`src/logic/lsu_pkg.sv`:
```
package lsu_pkg;

    // Address and data widths
    localparam int ADDR_WIDTH      = 32;
    localparam int DATA_WIDTH      = 32;

    // 32-byte lines of 8 words, 16 lines direct mapped
    localparam int OFFSET_WIDTH    = 5;
    localparam int INDEX_WIDTH     = 4;
    localparam int LINE_ADDR_WIDTH = ADDR_WIDTH - OFFSET_WIDTH;
    localparam int TAG_WIDTH       = LINE_ADDR_WIDTH - INDEX_WIDTH;
    localparam int WORD_SEL_WIDTH  = OFFSET_WIDTH - 2;
    localparam int WORDS_PER_LINE  = 1 << WORD_SEL_WIDTH;
    localparam int NUM_LINES       = 1 << INDEX_WIDTH;

    // Miss handling queue and op identifiers
    localparam int MHQ_DEPTH       = 4;
    localparam int OP_TAG_WIDTH    = 5;

    typedef enum logic {
        LSU_LOAD  = 1'b0,
        LSU_STORE = 1'b1
    } lsu_func_e;

    typedef enum logic [1:0] {
        ST_HIT       = 2'b00,
        ST_MISS_NEW  = 2'b01,
        ST_MISS_PEND = 2'b10,
        ST_REPLAY    = 2'b11
    } lsu_status_e;

    // Address field helpers
    function automatic logic [LINE_ADDR_WIDTH-1:0] addr_line(input logic [ADDR_WIDTH-1:0] addr);
        return addr[ADDR_WIDTH-1:OFFSET_WIDTH];
    endfunction

    function automatic logic [WORD_SEL_WIDTH-1:0] addr_word(input logic [ADDR_WIDTH-1:0] addr);
        return addr[OFFSET_WIDTH-1:2];
    endfunction

    function automatic logic [INDEX_WIDTH-1:0] line_index(input logic [LINE_ADDR_WIDTH-1:0] line);
        return line[INDEX_WIDTH-1:0];
    endfunction

    function automatic logic [TAG_WIDTH-1:0] line_tag(input logic [LINE_ADDR_WIDTH-1:0] line);
        return line[LINE_ADDR_WIDTH-1:INDEX_WIDTH];
    endfunction

endpackage

```
`src/logic/lsu_d1_if.sv`:
```
`timescale 1ns/1ps

// D1 stage contents read by the array, the MHQ and D2
interface lsu_d1_if;

    logic                              valid;
    logic                              lookup_valid;
    logic                              fill_replay;
    lsu_pkg::lsu_func_e                func;
    logic [lsu_pkg::OP_TAG_WIDTH-1:0]  op_tag;
    logic [lsu_pkg::ADDR_WIDTH-1:0]    addr;
    logic [lsu_pkg::DATA_WIDTH-1:0]    wdata;
    logic                              retire;

    modport d1 (
        output valid, lookup_valid, fill_replay, func, op_tag, addr, wdata, retire
    );

    modport array (
        input lookup_valid, func, addr, wdata, retire
    );

    modport mhq (
        input lookup_valid, addr
    );

    modport d2 (
        input valid, fill_replay, func, op_tag
    );

endinterface

```
`src/logic/lsu_d1.sv`:
```
`timescale 1ns/1ps

module lsu_d1 (
    input  logic                                clk,
    input  logic                                n_rst,

    input  logic                                i_flush,

    // Fill port, checked for a same-cycle line conflict
    input  logic                                i_fill_en,
    input  logic [lsu_pkg::LINE_ADDR_WIDTH-1:0] i_fill_addr,

    // Op entering from the D0 side
    input  logic                                i_valid,
    input  lsu_pkg::lsu_func_e                  i_func,
    input  logic [lsu_pkg::OP_TAG_WIDTH-1:0]    i_op_tag,
    input  logic [lsu_pkg::ADDR_WIDTH-1:0]      i_addr,
    input  logic [lsu_pkg::DATA_WIDTH-1:0]      i_wdata,
    input  logic                                i_retire,

    lsu_d1_if.d1                                d1
);

    logic [lsu_pkg::LINE_ADDR_WIDTH-1:0] op_line;
    logic                                fill_conflict;
    logic                                op_live;

    assign op_line = lsu_pkg::addr_line(i_addr);

    // A fill to the op's own line in this cycle would race the lookup,
    // so the op skips the array and MHQ and replays instead
    assign fill_conflict = i_fill_en & (i_fill_addr == op_line);

    assign op_live = i_valid & ~i_flush;

    // Op payload
    always_ff @(posedge clk) begin
        d1.fill_replay <= fill_conflict;
        d1.func        <= i_func;
        d1.op_tag      <= i_op_tag;
        d1.addr        <= i_addr;
        d1.wdata       <= i_wdata;
        d1.retire      <= i_retire;
    end

    always_ff @(posedge clk) begin
        if (!n_rst) begin
            d1.valid <= 1'b0;
        end else begin
            d1.valid <= op_live;
        end
    end

    // Lookup only for ops that are live and free of a fill conflict
    always_ff @(posedge clk) begin
        if (!n_rst) begin
            d1.lookup_valid <= 1'b0;
        end else begin
            d1.lookup_valid <= op_live & ~fill_conflict;
        end
    end

endmodule

```
`src/flat_wrapper.sv`:
```
// flat-port wrapper written by rule: the top's interface ports become plain ports
module lsu_d1_flat 
  (clk, n_rst, i_flush, i_fill_en, i_fill_addr, i_valid, i_func, i_op_tag, i_addr, i_wdata, i_retire, d1_valid, d1_lookup_valid, d1_fill_replay, d1_func, d1_op_tag, d1_addr, d1_wdata, d1_retire);
  lsu_d1_if d1_i ();
  input  logic clk;
  input  logic n_rst;
  input  logic i_flush;
  input  logic i_fill_en;
  input  logic [lsu_pkg::LINE_ADDR_WIDTH-1:0] i_fill_addr;
  input  logic i_valid;
  input  lsu_pkg::lsu_func_e i_func;
  input  logic [lsu_pkg::OP_TAG_WIDTH-1:0] i_op_tag;
  input  logic [lsu_pkg::ADDR_WIDTH-1:0] i_addr;
  input  logic [lsu_pkg::DATA_WIDTH-1:0] i_wdata;
  input  logic i_retire;
  output wire logic [$bits(d1_i.valid)-1:0] d1_valid;
  output wire logic [$bits(d1_i.lookup_valid)-1:0] d1_lookup_valid;
  output wire logic [$bits(d1_i.fill_replay)-1:0] d1_fill_replay;
  output wire logic [$bits(d1_i.func)-1:0] d1_func;
  output wire logic [$bits(d1_i.op_tag)-1:0] d1_op_tag;
  output wire logic [$bits(d1_i.addr)-1:0] d1_addr;
  output wire logic [$bits(d1_i.wdata)-1:0] d1_wdata;
  output wire logic [$bits(d1_i.retire)-1:0] d1_retire;
  assign d1_valid = d1_i.valid;
  assign d1_lookup_valid = d1_i.lookup_valid;
  assign d1_fill_replay = d1_i.fill_replay;
  assign d1_func = d1_i.func;
  assign d1_op_tag = d1_i.op_tag;
  assign d1_addr = d1_i.addr;
  assign d1_wdata = d1_i.wdata;
  assign d1_retire = d1_i.retire;
  lsu_d1 u_core (.clk(clk), .n_rst(n_rst), .i_flush(i_flush), .i_fill_en(i_fill_en), .i_fill_addr(i_fill_addr), .i_valid(i_valid), .i_func(i_func), .i_op_tag(i_op_tag), .i_addr(i_addr), .i_wdata(i_wdata), .i_retire(i_retire), .d1(d1_i));
endmodule
```
`config.mk`:
```
export PLATFORM = sky130hd
export DESIGN_NAME = lsu_d1_flat
export DESIGN_NICKNAME = d
export VERILOG_FILES = /design/src/logic/lsu_pkg.sv /design/src/logic/lsu_d1_if.sv /design/src/logic/lsu_d1.sv /design/src/flat_wrapper.sv
export SDC_FILE = /design/constraint.sdc
export NUM_CORES = 1
export LEC_CHECK = 0
export BUFFER_PORTS_ARGS = -buffer_cell sky130_fd_sc_hd__buf_2
export CAP_MARGIN = 10
export CORE_ASPECT_RATIO = 1.1
export CORE_UTILIZATION = 30
export DETAILED_ROUTE_END_ITERATION = 12
export GPL_TIMING_DRIVEN = 0
export HOLD_SLACK_MARGIN = 0.15
export MAX_ROUTING_LAYER = met4
export PLACE_DENSITY = 0.69
export SLEW_MARGIN = 30
export SYNTH_ARGS = -nofsm -noshare
export SYNTH_HDL_FRONTEND = slang
export SYNTH_SLANG_ARGS = --single-unit
```
`constraint.sdc`:
```
create_clock -name clk -period 1 [get_ports clk]
set_input_delay 0.2 -clock clk [delete_from_list [all_inputs] [get_ports clk]]
set_output_delay 0.2 -clock clk [all_outputs]
set_load 0.02 [all_outputs]
```
==> qor.txt, run 1 <==
Max-capacitance violation count -> 0
P&R area growth vs syn -> 137%
Critical path, cell by cell -> buf_6
Layout cells sized above 1 -> 70.1%
Power per standard cell area -> 1560 nW/um^2
Multi-input logic area -> 352 um^2
Detail Route Antenna Nets -> 0
All-Layer GR Usage -> 22.0%
Iter 0 DRT Violations -> 63
Worst Setup Start Kind -> flop
CTS tree -> built
Die ar. -> 6300 um^2
Initial Utilization -> 31.1%
Pwr Total -> 6.66 mW
Slew @ Worst Pin -> 0.330 ns
CP top delay family -> flip-flops
#FFs+latches synth -> 74
Pre-CTS setup slack -> -0.448 ns
Routed wire length -> 7670 um
Tmin final -> 1.04 ns
Critical Path RT -> 0.80 ns
Number of global-route vias before repair -> 2007
Met2 global-route usage -> 41.5%
Critical path fanouts, max -> 1
Worst hold start -> n_rst
Initial antenna violation count -> 1
Port Buffers -> 176
WP buf/inv -> 1
Clk slew on worst S/H paths -> 0.08 ns
F_max -> 958 MHz
Top-count cell post-synth -> dfxtp_1
Worst setup slack after layout -> -0.0442 ns
Post-CTS setup buffer count -> 0
FFs w/ async S/R, synth -> 0%
Count of flip-flops with a built-in enable after synthesis -> 0
Synth Warn # -> 0
Clock tree buffer depth -> 2
Worst path max stage delay -> 0.38 ns
Yosys top cell area share -> 82.5%
IO Count -> 177
Final setup vio count -> 3
Seq/Total Area, Yosys -> 82.5%
Worst endpoint data arrival time -> 0.84 ns
First-pass GRT wire length -> 9360 um
CTS H-tree lvls -> 3
GRT Residual Overflow -> 0
Avg WL per Cell -> 16.9 um
Failing checks -> setup timing
Synth top cells by count -> 74 x dfxtp_1, 27 x xnor2_1, 7 x nand4_1
Die X-Extent -> 75.8 um
Syn Std Cell Area -> 1800 um^2
Routed vias -> 1958
Routability cong. -> 0.698
Register area -> 1570 um^2
Maximum vdd drop -> 0.855 mV
Grt met1 use -> 15.5%
Fill cells -> 366
Hold EP -> u_core.d1.valid
Largest net degree at the start of global routing -> 13
Leakage Power -> 1.97 nW
Chip height -> 83.1 um
Top cell type by total area after synthesis -> dfxtp_1
Worst Hold Class -> input port to flop
Critical path class -> flop to output port
Fin. Hold Viols -> 0
Max-slew headroom -> 77.9%
Fin crit share -> 104%
Vias/cell -> 4.32
Hold depth -> 2
RSZ-0062 raised after global routing -> true
DRC viols -> 0
TritonRoute pass-1 iters -> 4
Final slew viol count -> 0
Yosys cell types -> 8
# nets final -> 474
CORE AREA -> 5770 um^2
Row cnt -> 29
Syn Nets -> 216
CTS buffer count -> 9
Layer with the highest usage -> met2
Synth area leaders -> dfxtp_1 83%, xnor2_1 13%, nand4_1 2.4%
Clock Sinks -> 74
Critical Path End Type -> output port
Ys flop type -> dfxtp_1
Syn Inst Count -> 113
Avg Inst Size Synth -> 15.9 um^2
Slowest-stage cell, CP -> dfxtp_2
Outcome -> finished with violations
Root Driver -> clkbuf_8
GR Layer Usage met3 -> 7.89%
repair_timing:
item | 4_1_cts | 5_1_grt
hold buffers | 71 | 0
endpoints found under the hold margin | 71 | 0
gates resized for setup | 86 | 136
pin swaps | 1 | 3
setup endpoints to repair | 64 | 75
cell families after synthesis:
kind of cell	after synthesis	share of synthesized area, %
flip-flops	74	82.5
AND/OR/NAND/NOR	11	3.90
AO/OA/AOI/OAI	1	0.418
XOR/XNOR	27	13.2
per-stage QoR:
stage	utilization (%)	cell area (um^2)	hold WS (ns)	TNS, ns	instances
6_report	73.9	4260	0.175	-0.0628	453
3_3_place_gp	48.1	2770	0.302	-0.694	366
5_1_grt	73.9	4260	0.171	-1.51	453
3_5_place_dp	48.1	2770	0.304	-0.844	366
4_1_cts	67.6	3900	0.158	0	452
2_1_floorplan	-	1800	0.228	0	113
registers in the layout (all words and copies together), names as in the netlist:
signal                  count
u_core.d1.addr             32
u_core.d1.fill_replay       1
u_core.d1.func              1
u_core.d1.lookup_valid      1
u_core.d1.op_tag            5
u_core.d1.retire            1
u_core.d1.valid             1
u_core.d1.wdata            32
metal layers:
| metal | share of wire [%] | vias up | wire (um) |
|---|---|---|---|
| li1 | - | 880 | - |
| met1 | 30 | 895 | 2340 |
| met4 | 5.8 | 0 | 447 |
| met3 | 9.0 | 38 | 693 |
| met2 | 55 | 145 | 4190 |
| met5 | 0 | - | 0 |
how the worst max path moves through the flow:
stage,start,to,depth (start not counted)
after floorplan,i_addr[9],u_core.d1.lookup_valid,4
after global placement,i_addr[25],u_core.d1.lookup_valid,5
after detailed placement,i_addr[25],u_core.d1.lookup_valid,5
after CTS,u_core.d1.wdata[9],d1_wdata[9],1
after global routing,i_addr[14],u_core.d1.fill_replay,5
final,u_core.d1.wdata[26],d1_wdata[26],1
area by class of cell:
cell class | instances | area share (%)
Antenna cell | 1 | 0.0587
Clock inverter | 4 | 1.23
Sequential cell | 74 | 36.8
Tap cell | 77 | 2.26
Timing Repair Buffer | 247 | 48.1
Clock buffer | 11 | 3.32
Multi-Input combinational cell | 39 | 8.25
placed cells by master, fill, tap and decap left out:
cell type,instances
dfxtp_2,69
xnor2_1,24
nor3_1,1
bufinv_16,1
dlygate4sd3_1,71
clkbuf_8,10
clkbuf_1,1
nand4_1,7
a21boi_1,1
and2_1,1
buf_2,102
buf_6,73
clkinv_4,2
diode_2,1
nor4_4,1
dfxtp_1,5
clkinv_2,1
xnor2_2,3
and3b_1,1
buf_4,1
where the power goes:
group	total (mW)	internal [mW]	switching, mW
Sequential	3.22	3.13	0.0876
Combinational	1.15	0.686	0.469
Clock	2.28	1.21	1.07
Note: power is estimated with default switching activity, not from simulation.
==> inputs of run 2 (changes only) <==
--- a/config.mk
+++ b/config.mk
@@ -10,7 +10,6 @@
 export CORE_ASPECT_RATIO = 1.1
 export CORE_UTILIZATION = 30
 export DETAILED_ROUTE_END_ITERATION = 12
-export GPL_TIMING_DRIVEN = 0
 export HOLD_SLACK_MARGIN = 0.15
 export MAX_ROUTING_LAYER = met4
 export PLACE_DENSITY = 0.69
==> run 2 against run 1 <==
The run still ends with setup timing left. Global-route usage grew 1.1 points. Critical path depth is the same. Wire length shrank 0.89%. First-iteration DRC count grew 4.8%. Sequential share of layout area shrank 0.29 points. Clock-buffer cell count grew 1. Die area is the same. Setup slack gained 0.032 ns. Critical path type unchanged. Largest cell class unchanged.
==> qor.txt, run 2 (same netlist as run 1, synthesis figures left out) <==
DRC viols -> 0 (unchanged)
Iter 0 DRT Violations -> 66 (was 63)
Most common cell after layout, fill and taps aside -> buf_2 (unchanged)
Final setup vio count -> 3 (unchanged)
# nets final -> 479 (was 474)
WP buf/inv -> 1 (unchanged)
CTS H-tree lvls -> 3 (unchanged)
IO Count -> 177 (unchanged)
Routed vias -> 1953 (was 1958)
Critical Path End Type -> output port (unchanged)
Final Util -> 74.8% (was 73.9%)
Most frequent cells in the layout -> 102 x buf_2, 74 x buf_6, 74 x dfxtp_2, 71 x dlygate4sd3_1, 27 x xnor2_1 (was 102 x buf_2, 73 x buf_6, 71 x dlygate4sd3_1, 69 x dfxtp_2, 24 x xnor2_1)
Die ar. -> 6300 um^2 (unchanged)
P&R area growth vs syn -> 140% (was 137%)
Initial antenna violation count -> 1 (unchanged)
Critical path fanouts, max -> 1 (unchanged)
Hold EP -> u_core.d1.valid (unchanged)
Non-Filler Instances -> 459 (was 453)
Fin crit share -> 101% (was 104%)
Clock tree buffer depth -> 2 (unchanged)
Placed insts -> 371 (was 366)
Max-capacitance violation count -> 0 (unchanged)
All-Layer GR Usage -> 23.1% (was 22.0%)
Worst path max stage delay -> 0.36 ns (was 0.38 ns)
Leakage Power -> 1.98 nW (was 1.97 nW)
CTS buffer count -> 9 (unchanged)
Comb pwr share -> 16.5% (was 17.3%)
First-pass GRT wire length -> 9940 um (was 9360 um)
NetSw -> 1.63 mW (about the same)
Row cnt -> 29 (unchanged)
Slew @ Worst Pin -> 0.233 ns (was 0.330 ns)
Worst setup slack after layout -> -0.0120 ns (was -0.0442 ns)
Maximum vdd drop -> 1.09 mV (was 0.855 mV)
GRT Residual Overflow -> 0 (unchanged)
Pwr Total -> 6.99 mW (was 6.66 mW)
Sequential share of power -> 46.0% (was 48.4%)
Fin. Hold Viols -> 0 (unchanged)
Hold depth -> 2 (unchanged)
CORE AREA -> 5770 um^2 (unchanged)
Number of global-route vias before repair -> 2138 (was 2007)
Register area -> 1570 um^2 (about the same)
RSZ-0062 raised after global routing -> true (unchanged)
F_max -> 988 MHz (was 958 MHz)
Die X-Extent -> 75.8 um (unchanged)
Critical path, cell by cell -> buf_6 (unchanged)
Multi-input logic area -> 320 um^2 (was 352 um^2)
TritonRoute pass-1 iters -> 4 (unchanged)
Power per standard cell area -> 1620 nW/um^2 (was 1560 nW/um^2)
Initial Utilization -> 31.1% (unchanged)
CP top delay family -> flip-flops (unchanged)
Tmin final -> 1.01 ns (was 1.04 ns)
Dpl hpwl -> 3680 um
Worst Hold Class -> input port to flop (unchanged)
Clock power frac -> 37.5% (was 34.3%)
Worst endpoint data arrival time -> 0.81 ns (was 0.84 ns)
Routability cong. -> 0.707 (was 0.698)
Fill cells -> 365 (was 366)
Clk slew on worst S/H paths -> 0.07 ns (was 0.08 ns)
Worst Setup Start Kind -> flop (unchanged)
Largest net degree at the start of global routing -> 13 (unchanged)
Chip height -> 83.1 um (unchanged)
Layout cells sized above 1 -> 71.1% (was 70.1%)
Sw Ratio -> 23.3% (was 24.4%)
Avg WL per Cell -> 16.6 um (was 16.9 um)
Critical Path RT -> 0.80 ns (about the same)
Int Power -> 5.37 mW (was 5.03 mW)
Critical path class -> flop to output port (unchanged)
CTS tree -> built (unchanged)
Routed wire length -> 7600 um (was 7670 um)
Top flop regs -> u_core.d1.addr: 32 flops, u_core.d1.wdata: 32 flops, u_core.d1.op_tag: 5 flops (unchanged)
Port Buffers -> 176 (unchanged)
Failing checks -> setup timing (unchanged)
Clock Sinks -> 74 (unchanged)
DP Area -> 2810 um^2 (was 2770 um^2)
Root Driver -> clkbuf_8 (unchanged)
Slowest-stage cell, CP -> dfxtp_2 (unchanged)
Fin area -> 4310 um^2 (was 4260 um^2)
Outcome -> finished with violations (unchanged)
Max-slew headroom -> 84.3% (was 77.9%)
Vias/cell -> 4.25 (was 4.32)
Final slew viol count -> 0 (unchanged)
Worst hold start -> n_rst (unchanged)
Detail Route Antenna Nets -> 0 (unchanged)
## run 2: cell count changes in the layout (fill, tap and decap cells not counted), moves of 3 or more
cell	before	now
dfxtp_1	5	0
xnor2_2	3	0
xnor2_1	24	27
buf_4	1	5
dfxtp_2	69	74
## run 2: timing repair
action,CTS,global route
endpoints found under the setup margin,74,76
resized for setup,163,60
hold buffers,71,0
gates cloned,0,0
endpoints found under the hold margin,71,0
setup buffers,0,0
pin swaps,0,0
## run 2: metal layers
layer  vias up  routed length (um)  track usage (%)
met3        41                 715             9.22
li1        891                   -                -
met5         -                   0                -
met1       873                2390             18.5
met2       148                4030             40.1
met4         0                 461             16.7
## run 2: layout make-up
type	instances	area share, %
flip-flops and latches	74	36.5
well taps	77	2.23
clock buffers	12	3.60
diodes	1	0.0580
multi-input cells	39	7.42
repair buffers	252	48.5
clock inverters	4	1.71
## run 2: power by group through the flow
stage | Clock, mW | Sequential [mW] | Combinational [mW]
final | 2.62 | 3.22 | 1.15
after global routing | 2.81 | 3.23 | 1.22
after CTS | 2.67 | 3.18 | 1.08
after detailed placement | 0 | 3.20 | 0.709
after global placement | 0 | 3.20 | 0.699
after floorplan | 0 | 3.41 | 0.106
## run 2: per-stage QoR
step	TNS, ns	setup slack [ns]	hold WS [ns]
3_5_place_dp	-0.467	-0.251	0.304
3_3_place_gp	-0.504	-0.271	0.302
4_1_cts	-0.0247	-0.00986	0.156
2_1_floorplan	0	0.0546	0.228
6_report	-0.0279	-0.0120	0.177
5_1_grt	-1.33	-0.125	0.166
## run 2: worst max path at each step
stage,cells past startpoint,slack (ns),startpoint,endpoint
floorplan,4,0.05,i_addr[9],u_core.d1.lookup_valid
finish,1,-0.01,u_core.d1.wdata[24],d1_wdata[24]
CTS,1,-0.01,u_core.d1.addr[31],d1_addr[31]
detailed placement,5,-0.25,i_addr[31],u_core.d1.lookup_valid
global placement,5,-0.27,i_addr[25],u_core.d1.lookup_valid
global route,5,-0.13,i_addr[29],u_core.d1.lookup_valid
